<file path="config.mk">
export PLATFORM = sky130hd
export DESIGN_NAME = fpga_image_loader
export DESIGN_NICKNAME = d
export VERILOG_FILES = /design/src/verilog/fpga_load_pkg.sv /design/src/verilog/crc32_byte_checker.sv /design/src/verilog/fpga_image_loader.sv /design/src/verilog/load_sequencer.sv /design/src/verilog/target_write_port.sv
export VERILOG_INCLUDE_DIRS = /design/src /design/src/verilog
export SDC_FILE = /design/constraint.sdc
export NUM_CORES = 1
export LEC_CHECK = 0
export ABC_AREA = 0
export BUFFER_PORTS_ARGS = -buffer_cell sky130_fd_sc_hd__buf_2
export CAP_MARGIN = 20
export CELL_PAD_IN_SITES_DETAIL_PLACEMENT = 1
export CELL_PAD_IN_SITES_GLOBAL_PLACEMENT = 1
export CORE_ASPECT_RATIO = 1.5
export CORE_UTILIZATION = 39
export DETAILED_ROUTE_END_ITERATION = 10
export GPL_TIMING_DRIVEN = 0
export PLACE_DENSITY = 0.77
export SLEW_MARGIN = 20
export SYNTH_ARGS = -nofsm -noshare
export SYNTH_HDL_FRONTEND = slang
export SYNTH_HIERARCHICAL = 1
export SYNTH_SLANG_ARGS = --single-unit
</file>
<file path="constraint.sdc">
create_clock -name sys_clk -period 2.6 [get_ports sys_clk]
set_clock_uncertainty 0.2 [all_clocks]
set_input_delay 0.39 -clock sys_clk [delete_from_list [all_inputs] [get_ports sys_clk]]
set_output_delay 0.39 -clock sys_clk [all_outputs]
set_load 0.02 [all_outputs]
</file>
<file path="src/verilog/fpga_load_defines.svh">
`ifndef FPGA_LOAD_DEFINES_SVH
`define FPGA_LOAD_DEFINES_SVH

////////////////////
// Flash side of the load
////////////////////

// Byte address of the auxiliary image in serial flash
`define FLASH_IMAGE_ADDR 25'h2e400

// Bytes requested per load, trailer included
`define FLASH_IMAGE_LEN 24'h20000

////////////////////
// Auxiliary FPGA image memory
////////////////////

// First image byte lands here
`define TARGET_IMAGE_BASE 23'h400000

// Ready flag location and its value
`define TARGET_FLAG_ADDR 23'h000000
`define TARGET_FLAG_VALUE 8'h80

`endif

</file>
<file path="src/verilog/fpga_load_pkg.sv">
package fpga_load_pkg;

	////////////////////
	// Widths with a meaning
	////////////////////

	// One stream or memory data byte
	typedef logic [7:0] byte_t;
	// Flash byte address
	typedef logic [24:0] flash_addr_t;
	// Flash read length in bytes
	typedef logic [23:0] flash_len_t;
	// Auxiliary image memory address
	typedef logic [22:0] target_addr_t;
	// CRC-32 value, also the trailer word
	typedef logic [31:0] crc_t;

	// Loader sequence
	typedef enum logic [1:0] {
		LOAD_IDLE   = 2'd0,
		LOAD_STREAM = 2'd1,
		LOAD_CHECK  = 2'd2
	} load_state_t;

	////////////////////
	// Bundles
	////////////////////

	// Read request to the flash controller
	typedef struct packed {
		logic        rden;
		flash_addr_t addr;
		flash_len_t  length;
	} flash_req_t;

	// Byte returned by the flash controller, no back-pressure
	typedef struct packed {
		logic  valid;
		logic  last;
		byte_t data;
	} stream_beat_t;

	// Write beat into the auxiliary image memory
	typedef struct packed {
		logic         wren;
		target_addr_t addr;
		byte_t        wdata;
	} target_wr_t;

endpackage

</file>
<file path="src/verilog/crc32_byte_checker.sv">
module crc32_byte_checker (
	input  logic                        sys_clk,
	input  logic                        glbl_rst_n,

	input  logic                        busy,
	input  fpga_load_pkg::stream_beat_t flash_rsp,

	// Check result, one cycle after the last beat
	output logic                        check_valid,
	output logic                        crc_match,

	// Received trailer word
	output fpga_load_pkg::crc_t         image_crc
);

	// Reflected form of 04C11DB7
	localparam fpga_load_pkg::crc_t CRC_POLY_REFL = 32'hedb88320;

	fpga_load_pkg::crc_t crc_q;
	fpga_load_pkg::crc_t crc_next;
	fpga_load_pkg::crc_t line;
	fpga_load_pkg::crc_t trailer;
	logic [2:0]          fill;
	logic                line_full;
	logic                accept;
	logic                busy_q;

	// One byte into the running CRC, LSB first
	function automatic fpga_load_pkg::crc_t crc32_byte(input fpga_load_pkg::crc_t crc_in,
		input fpga_load_pkg::byte_t data);
		fpga_load_pkg::crc_t c;
		int                  i;
		c = crc_in ^ {24'd0, data};
		for (i = 0; i < 8; i++)
		begin
			c = c[0] ? ((c >> 1) ^ CRC_POLY_REFL) : (c >> 1);
		end
		return c;
	endfunction

	assign accept    = busy & flash_rsp.valid;
	assign line_full = (fill == 3'd4);

	// Byte leaving the line is payload for sure
	assign crc_next = line_full ? crc32_byte(crc_q, line[7:0]) : crc_q;

	// Newest byte on top, so the first trailer byte ends up as LSB
	assign trailer = {flash_rsp.data, line[31:8]};

	////////////////////
	// Four byte delay line
	////////////////////

	always_ff @(posedge sys_clk)
	begin
		if (!busy)
		begin
			line <= '0;
		end
		else if (accept)
		begin
			line <= trailer;
		end
	end

	////////////////////
	// CRC and compare
	////////////////////

	always_ff @(posedge sys_clk)
	begin
		if (!glbl_rst_n)
		begin
			crc_q       <= '1;
			fill        <= 3'd0;
			check_valid <= 1'b0;
			crc_match   <= 1'b0;
			image_crc   <= '0;
			busy_q      <= 1'b0;
		end
		else
		begin
			busy_q      <= busy;
			check_valid <= 1'b0;

			// New load clears the old trailer
			if (busy && !busy_q)
			begin
				image_crc <= '0;
			end

			if (!busy)
			begin
				crc_q     <= '1;
				fill      <= 3'd0;
				crc_match <= 1'b0;
			end
			else if (accept)
			begin
				crc_q <= crc_next;
				if (!line_full)
				begin
					fill <= fill + 3'd1;
				end
				if (flash_rsp.last)
				begin
					check_valid <= 1'b1;
					crc_match   <= (~crc_next == trailer);
					image_crc   <= trailer;
				end
			end
		end
	end

endmodule

</file>
<file path="src/verilog/fpga_image_loader.sv">
module fpga_image_loader (
	input  logic                        sys_clk,
	input  logic                        glbl_rst_n,

	// Control
	input  logic                        load_en,
	input  logic                        init_ok,

	// Flash controller
	output fpga_load_pkg::flash_req_t   flash_req,
	input  fpga_load_pkg::stream_beat_t flash_rsp,

	// Auxiliary image memory
	output fpga_load_pkg::target_wr_t   target_wr,

	// Status
	output logic                        busy,
	output logic                        load_done,
	output logic                        load_error,
	output fpga_load_pkg::crc_t         image_crc
);

	logic flag_wr;
	logic check_valid;
	logic crc_match;

	////////////////////
	// Control
	////////////////////

	load_sequencer u_load_sequencer (
		.sys_clk     (sys_clk),
		.glbl_rst_n  (glbl_rst_n),
		.load_en     (load_en),
		.init_ok     (init_ok),
		.check_valid (check_valid),
		.crc_match   (crc_match),
		.busy        (busy),
		.flag_wr     (flag_wr),
		.load_done   (load_done),
		.load_error  (load_error),
		.flash_req   (flash_req)
	);

	////////////////////
	// Data path
	////////////////////

	target_write_port u_target_write_port (
		.sys_clk    (sys_clk),
		.glbl_rst_n (glbl_rst_n),
		.busy       (busy),
		.flag_wr    (flag_wr),
		.flash_rsp  (flash_rsp),
		.target_wr  (target_wr)
	);

	crc32_byte_checker u_crc32_byte_checker (
		.sys_clk     (sys_clk),
		.glbl_rst_n  (glbl_rst_n),
		.busy        (busy),
		.flash_rsp   (flash_rsp),
		.check_valid (check_valid),
		.crc_match   (crc_match),
		.image_crc   (image_crc)
	);

endmodule

</file>
<file path="src/verilog/load_sequencer.sv">
`include "fpga_load_defines.svh"

module load_sequencer (
	input  logic                    sys_clk,
	input  logic                    glbl_rst_n,

	// Control pulses
	input  logic                    load_en,
	input  logic                    init_ok,

	// Result of the CRC check
	input  logic                    check_valid,
	input  logic                    crc_match,

	// Status
	output logic                    busy,
	output logic                    flag_wr,
	output logic                    load_done,
	output logic                    load_error,

	// Flash read request
	output fpga_load_pkg::flash_req_t flash_req
);

	fpga_load_pkg::load_state_t state;

	////////////////////
	// Sequencer FSM
	////////////////////

	always_ff @(posedge sys_clk)
	begin
		if (!glbl_rst_n)
		begin
			state      <= fpga_load_pkg::LOAD_IDLE;
			busy       <= 1'b0;
			flag_wr    <= 1'b0;
			load_done  <= 1'b0;
			load_error <= 1'b0;
			flash_req  <= '0;
		end
		else
		begin
			// All strobes last a single cycle
			flash_req  <= '0;
			flag_wr    <= 1'b0;
			load_done  <= 1'b0;
			load_error <= 1'b0;

			case (state)
				fpga_load_pkg::LOAD_IDLE:
				begin
					if (load_en)
					begin
						state            <= fpga_load_pkg::LOAD_STREAM;
						busy             <= 1'b1;
						flash_req.rden   <= 1'b1;
						flash_req.addr   <= `FLASH_IMAGE_ADDR;
						flash_req.length <= `FLASH_IMAGE_LEN;
					end
					else if (init_ok)
					begin
						// Ready flag only goes out between loads
						flag_wr <= 1'b1;
					end
				end

				fpga_load_pkg::LOAD_STREAM:
				begin
					// Checker reports one edge after the last beat
					if (check_valid)
					begin
						state <= fpga_load_pkg::LOAD_CHECK;
					end
				end

				fpga_load_pkg::LOAD_CHECK:
				begin
					state <= fpga_load_pkg::LOAD_IDLE;
					busy  <= 1'b0;
					if (crc_match)
					begin
						load_done <= 1'b1;
					end
					else
					begin
						load_error <= 1'b1;
					end
				end

				default:
				begin
					state <= fpga_load_pkg::LOAD_IDLE;
					busy  <= 1'b0;
				end
			endcase
		end
	end

endmodule

</file>
<file path="src/verilog/target_write_port.sv">
`include "fpga_load_defines.svh"

module target_write_port (
	input  logic                        sys_clk,
	input  logic                        glbl_rst_n,

	// From the sequencer
	input  logic                        busy,
	input  logic                        flag_wr,

	// Byte stream from flash
	input  fpga_load_pkg::stream_beat_t flash_rsp,

	// Image memory write
	output fpga_load_pkg::target_wr_t   target_wr
);

	fpga_load_pkg::target_addr_t addr_cnt;
	logic                        accept;

	// Stream is only taken while a load runs
	assign accept = busy & flash_rsp.valid;

	////////////////////
	// Image address counter
	////////////////////

	// Back at the image base whenever no load is running
	always_ff @(posedge sys_clk)
	begin
		if (!glbl_rst_n)
		begin
			addr_cnt <= `TARGET_IMAGE_BASE;
		end
		else if (!busy)
		begin
			addr_cnt <= `TARGET_IMAGE_BASE;
		end
		else if (accept)
		begin
			addr_cnt <= addr_cnt + 23'd1;
		end
	end

	////////////////////
	// Write beat
	////////////////////

	always_comb
	begin
		// Nothing written means address and data stay zero
		target_wr = '0;
		if (flag_wr)
		begin
			target_wr.wren  = 1'b1;
			target_wr.addr  = `TARGET_FLAG_ADDR;
			target_wr.wdata = `TARGET_FLAG_VALUE;
		end
		else if (accept)
		begin
			// Trailer bytes get written as well
			target_wr.wren  = 1'b1;
			target_wr.addr  = addr_cnt;
			target_wr.wdata = flash_rsp.data;
		end
	end

endmodule
</file>
==> results of run 1 <==
## area by class of cell
cell class,count,area (um2)
Fill cell,2195,9090
Multi-Input combinational cell,589,4590
Sequential cell,132,2670
Timing Repair Buffer,117,719
Buffer,92,586
Clock buffer,18,439
Tap cell,252,315
Clock inverter,14,156
Inverter,14,52.6
## power groups by stage
stage | Sequential (mW) | Clock (mW) | Combinational, mW
detailed placement | 2.11 | 0 | 0.382
finish | 2.07 | 2.44 | 0.400
CTS | 2.06 | 2.48 | 0.394
global route | 2.07 | 2.59 | 0.428
floorplan | 2.11 | 0 | 0.282
global placement | 2.11 | 0 | 0.378
## worst reg2reg max path, stage by stage (launching register included)
cell and delay, ns:
dfxtp_2 0.36, xnor2_4 0.17, buf_4 0.18, xnor2_4 0.24, buf_4 0.18, xnor2_4 0.10
xnor2_2 0.27, a21oi_1 0.18, a2111oi_4 0.50, o2111ai_1 0.18, o21ai_1 0.14
## logic make-up after synthesis
kind of cell | Yosys count | share of synthesized area, %
buffers and inverters | 108 | 8.32
DFF | 132 | 35.4
xor gates and xnor gates | 103 | 17.7
and+or+nand+nor | 251 | 19.0
adders and majority gates | 3 | 0.503
muxes | 41 | 5.52
AOI/OAI and AO/OA | 148 | 13.4
other | 1 | 0.0503
## path summary, 6_finish.rpt
path / start / slack, ns / end
hold reg to reg: u_crc32_byte_checker/crc_match / 0.25 / u_load_sequencer/load_error
hold / removal: init_ok / 0.05 / u_load_sequencer/flag_wr
setup reg to reg: u_crc32_byte_checker/crc_q[3] / -0.16 / u_crc32_byte_checker/crc_match
setup / recovery: u_crc32_byte_checker/crc_q[3] / -0.16 / u_crc32_byte_checker/crc_match
## per-layer routing
metal	up-vias	wire length [um]	track usage [%]
li1	3006	-	-
met1	3127	9210	26.9
met2	269	12900	46.5
met3	94	1170	5.14
met4	0	1820	18.6
met5	-	0	0
## cells in the final DEF, fill, tap and decap left out, drive strengths merged, types with 4 or more instances in the layout
cell type,netlist,routed
and4,7,7
nor3,8,8
o211ai,24,24
inv,14,24
clkbuf,35,50
a22oi,33,33
mux2i,40,40
xnor3,18,18
nor2,33,33
xnor2,51,51
buf,59,176
a21oi,31,31
nand3,9,9
or4,5,5
nand2,54,54
o31ai,8,8
xor2,33,33
o21ai,23,23
nand4,13,13
a31oi,4,4
and2,34,34
dfxtp,132,132
conb,1,43
nor2b,66,66
## what timing repair did
action                                  CTS  global route
gates resized for setup                  60             8
hold buffers                              1             0
hold endpoints to repair                  1             0
cloned                                    0             0
endpoints found under the setup margin   90            63
pin swaps                                27             0
setup buffers                            30             0
## registers in the layout, indices dropped and copies added, names as in the netlist
register and flops:
u_load_sequencer/flash_req 1, u_crc32_byte_checker/image_crc 32, u_load_sequencer/flag_wr 1, u_crc32_byte_checker/fill 3, u_load_sequencer/load_done 1, u_crc32_byte_checker/check_valid 1, u_crc32_byte_checker/crc_match 1, u_load_sequencer/load_error 1
u_target_write_port/addr_cnt 23, u_crc32_byte_checker/crc_q 32, u_crc32_byte_checker/busy_q 1, u_load_sequencer/state 2, u_load_sequencer/busy 1, u_crc32_byte_checker/line 32
## metrics by stage
stage / cell area (um2) / util (%) / setup TNS (ns) / std cells
floorplan: 7680 / - / 0 / 829
global placement: 8420 / 45.2 / -24.47 / 1167
detailed placement: 8420 / 45.2 / -27.63 / 1167
CTS: 9520 / 51.1 / -0.0529 / 1228
global route: 9530 / 51.2 / -0.230 / 1228
finish: 9530 / 51.2 / -0.157 / 1228
==> impl_metrics.toml, run 1 <==
[status]
status = "finished, violations left"
violations = "setup timing"

[synth]
synth-edff-count = 0
yosys.area.top_type = "dfxtp_1"
syn-cell-area_um2 = 7460
ys_types = 69
ys_top_cells_by_count = "dfxtp_1, nor2b_1, nand2_1"
syn_inst = 787
ys_top_cells_by_area = "dfxtp_1, nor2b_1, mux2i_1, buf_4, xnor2_1"
synthArstFlopShare_pct = 0
synth_most_common_cell = "dfxtp_1"
ys_seq_area_share_pct = 35.4
syn_avg_cell_area_um2 = 9.48
synth_warnings = 6
synth_seq_cells = 132
synthFlopType = "dfxtp_1"
synth_top_cell_area_share_pct = 35.4

[worst_setup_path]
worstSetupPathType = "reg -> reg"
crit_path_frequent_cell = "xnor2_4"
cp_max_fo = 3
cp.depth = 10
rr_worst_depth = 10
end_kind = "flop"
path_buf_inv = 2
worst_path_largest_cell_delay_ns = 0.50
cpMaxStageDelayCell = "a2111oi_4"
cp_top_family = "compound AO/OA/AOI/OAI gates"
cp.required_ns = 2.76
cp.arrival_ns = 2.92
start_kind = "flop"
path_cells = "xnor2_4, buf_4, xnor2_4, buf_4, xnor2_4, xnor2_2, a21oi_1, a2111oi_4, o2111ai_1, o21ai_1"

[global_routing]
grt_overflow = 0
antenna_found_initial = 0
grt_pass1_wl_mm = 37.7
globalRouteTotalUtil_pct = 26.0
grt_max_degree = 17
first_global_vias = 6522

[pwr]
p_switching_mw = 1.32
combinationalPowerShare_pct = 8.2
intPower_mw = 3.58
pwr-share-clk_pct = 49.7
seqPwrFrac_pct = 42.2
switching_share_pct = 27.0
p_leak_nw = 4.14
p_total_mw = 4.90
ir_drop_mv = 0.354
power.density_nw_per_um2 = 514

[route]
num_vias = 6496
first_iter_violations = 390
wl_per_cell_um = 20.5
postRouteAntennaNets = 0
drcViolationCount = 0
viasPerCell = 5.29
drtPass1Iterations = 5
routed_wl_mm = 25.1

[sta]
fmax_mhz = 363
whs_ns = 0.0540
slew_violations = 0
post-route-min-period_ns = 2.76
setup_viol = 1
relSlewSlack_pct = 50.2
fin_crit_sh_pct = 106
grt_setup_unrepaired = "true"
hold_violations = 0
tightestPinTransition_ns = 0.747
layout_setup_ws_ns = -0.157

[layout]
diodes = 0
drive_gt1_share_pct = 28.5
syn_to_final_growth_pct = 27.8
nets = 980

[clock_network]
htreeDepth = 4
cts_sinks = 132
cts.clk_slew.worst_paths_ns = 0.06
root_buffer = "clkbuf_16"
clock_path_buffers = 2
clk_latency_ns = 0.43
cts_buffers = 17
cts_tree = "yes"

[die]
initial_utilization_pct = 40.0
coreArea_um2 = 18600
placementRows = 61
die_y_um = 171
dieArea_um2 = 19700
die_w_um = 115
io_pins = 131

[flow_run]
maxCapViolCount = 0

[place]
io_buffers = 86
gp_congestion = 0.948
hpwlAfterDp_mm = 17.7
place_ws_ns = -0.867

[hold_path]
hold_path.class = "in -> reg"
hold_depth = 2
(Power assumes the default switching activity.)
==> run 2, diff against run 1 <==
--- a/config.mk
+++ b/config.mk
@@ -15,7 +15,7 @@
 export CORE_UTILIZATION = 39
 export DETAILED_ROUTE_END_ITERATION = 10
 export GPL_TIMING_DRIVEN = 0
-export PLACE_DENSITY = 0.77
+export PLACE_DENSITY = 0.87
 export SLEW_MARGIN = 20
 export SYNTH_ARGS = -nofsm -noshare
 export SYNTH_HDL_FRONTEND = slang
==> run 2 against run 1 <==
  * The run still ends with setup timing left
  * Sequential power is essentially flat
  * Utilization rose by 0.99 points
  * Combinational power rose by 4%
  * Maximum frequency is 6.0% lower
  * First-iteration DRC count increased by 44%
  * Sequential share of layout area down 0.43 points
  * Cell area increased by 1.9%
==> impl_metrics.toml, run 2 (synthesis results as in run 1) <==
[status]
status = "finished, violations left"
violations = "setup timing"

[pwr]
p_total_mw = 4.81
power.density_nw_per_um2 = 495
ir_drop_mv = 0.465
p_leak_nw = 4.23

[place]
gp_congestion = 0.967
hpwlAfterDp_mm = 18.2
place_area_um2 = 8420
io_buffers = 86

[global_routing]
grt_max_degree = 17
first_global_vias = 6970
met3_usage_pct = 6.48
use_met1_pct = 30.0
grt_busiest_layer = "met2"
grt_pass1_wl_mm = 41.2
met2_usage_pct = 51.0
globalRouteTotalUtil_pct = 28.9
antenna_found_initial = 0
grt_overflow = 0

[layout]
drive_gt1_share_pct = 30.4
diodes = 0
reg_top3 = "u_crc32_byte_checker/crc_q: 32 flops, u_crc32_byte_checker/image_crc: 32 flops, u_crc32_byte_checker/line: 32 flops"
nets = 996
multi_input_area_um2 = 4690
final_cell_mix = "dfxtp_1, buf_4, buf_2"
final_core_util_pct = 52.2
fin_area_um2 = 9720
regArea_um2 = 2680
syn_to_final_growth_pct = 30.3
layout_commonest_cell = "dfxtp_1"
fill_cells = 2178

[route]
first_iter_violations = 562
routed_wl_mm = 28.8
drtPass1Iterations = 5
wl_per_cell_um = 23.2
viasPerCell = 5.60
drcViolationCount = 0
num_vias = 6971
postRouteAntennaNets = 0

[worst_setup_path]
cp.required_ns = 2.77
path_cells = "xnor2_4, xnor3_2, xnor3_1, mux2i_2, xor2_1, nor4_4, o2111ai_2, o21ai_1"
worstSetupPathType = "reg -> reg"
start_kind = "flop"
cpMaxStageDelayCell = "xnor3_2"
cp_top_family = "XOR/XNOR gates"
cp.arrival_ns = 3.10
worst_path_largest_cell_delay_ns = 0.50
cp_max_fo = 4
path_buf_inv = 0
end_kind = "flop"

[die]
io_pins = 131
die_y_um = 171
placementRows = 61
dieArea_um2 = 19700
coreArea_um2 = 18600
initial_utilization_pct = 40.0
die_w_um = 115

[hold_path]
hold_path.class = "in -> reg"

[clock_network]
htreeDepth = 4
cts.clk_slew.worst_paths_ns = 0.07
root_buffer = "clkbuf_16"
cts_sinks = 132
cts_tree = "yes"
cts_buffers = 17
clk_latency_ns = 0.44
clock_path_buffers = 2

[sta]
setup_viol = 1
post-route-min-period_ns = 2.93
whs_ns = 0.0492
setup_tns_ns = -0.334
fin_crit_sh_pct = 113
slew_violations = 0
layout_setup_ws_ns = -0.334
fmax_mhz = 341
hold_violations = 0
relSlewSlack_pct = 44.4
tightestPinTransition_ns = 0.834
grt_setup_unrepaired = "true"

[flow_run]
maxCapViolCount = 0
run 2: worst paths after layout:
path,from,endpoint,slack [ns],cells after the start
max,u_crc32_byte_checker/line[4],u_crc32_byte_checker/crc_match,-0.33,8
min,init_ok,u_load_sequencer/flag_wr,0.05,2
max reg2reg,u_crc32_byte_checker/line[4],u_crc32_byte_checker/crc_match,-0.33,8
min reg2reg,u_crc32_byte_checker/check_valid,u_load_sequencer/state[1],0.26,2
run 2: metal layers:
metal  up-vias  routed length [um]  share of wire, %
met1      3389               10300                36
met3       152                1900               6.6
met4         0                2200               7.6
li1       3041                   -                 -
met5         -                   0                 0
met2       389               14500                50
run 2: where the power goes:
group	internal [mW]	switching, mW
logic	0.157	0.258
clock network	1.26	1.08
registers	2.03	0.0318
run 2: repair_timing:
item / CTS / global route
resized for setup: 65 / 26
hold endpoints to repair: 1 / 0
hold buffers: 1 / 0
pin swaps: 30 / 14
cloned: 0 / 0
setup buffers: 36 / 12
setup endpoints to repair: 90 / 70
run 2: metrics by stage:
stage,instances,setup WS (ns)
5_1_grt,1244,-0.436
3_3_place_gp,1167,-0.773
4_1_cts,1234,-0.0934
3_5_place_dp,1167,-0.846
6_report,1244,-0.334
2_1_floorplan,829,0.0170
run 2: cell type report:
type	count	area share, %
inverters	14	0.541
clock buffers	17	4.38
flip-flops and latches	132	27.6
multi-input cells	589	48.3
repair buffers	133	8.54
clock inverters	15	1.36
plain buffers	92	6.05
well taps	252	3.24
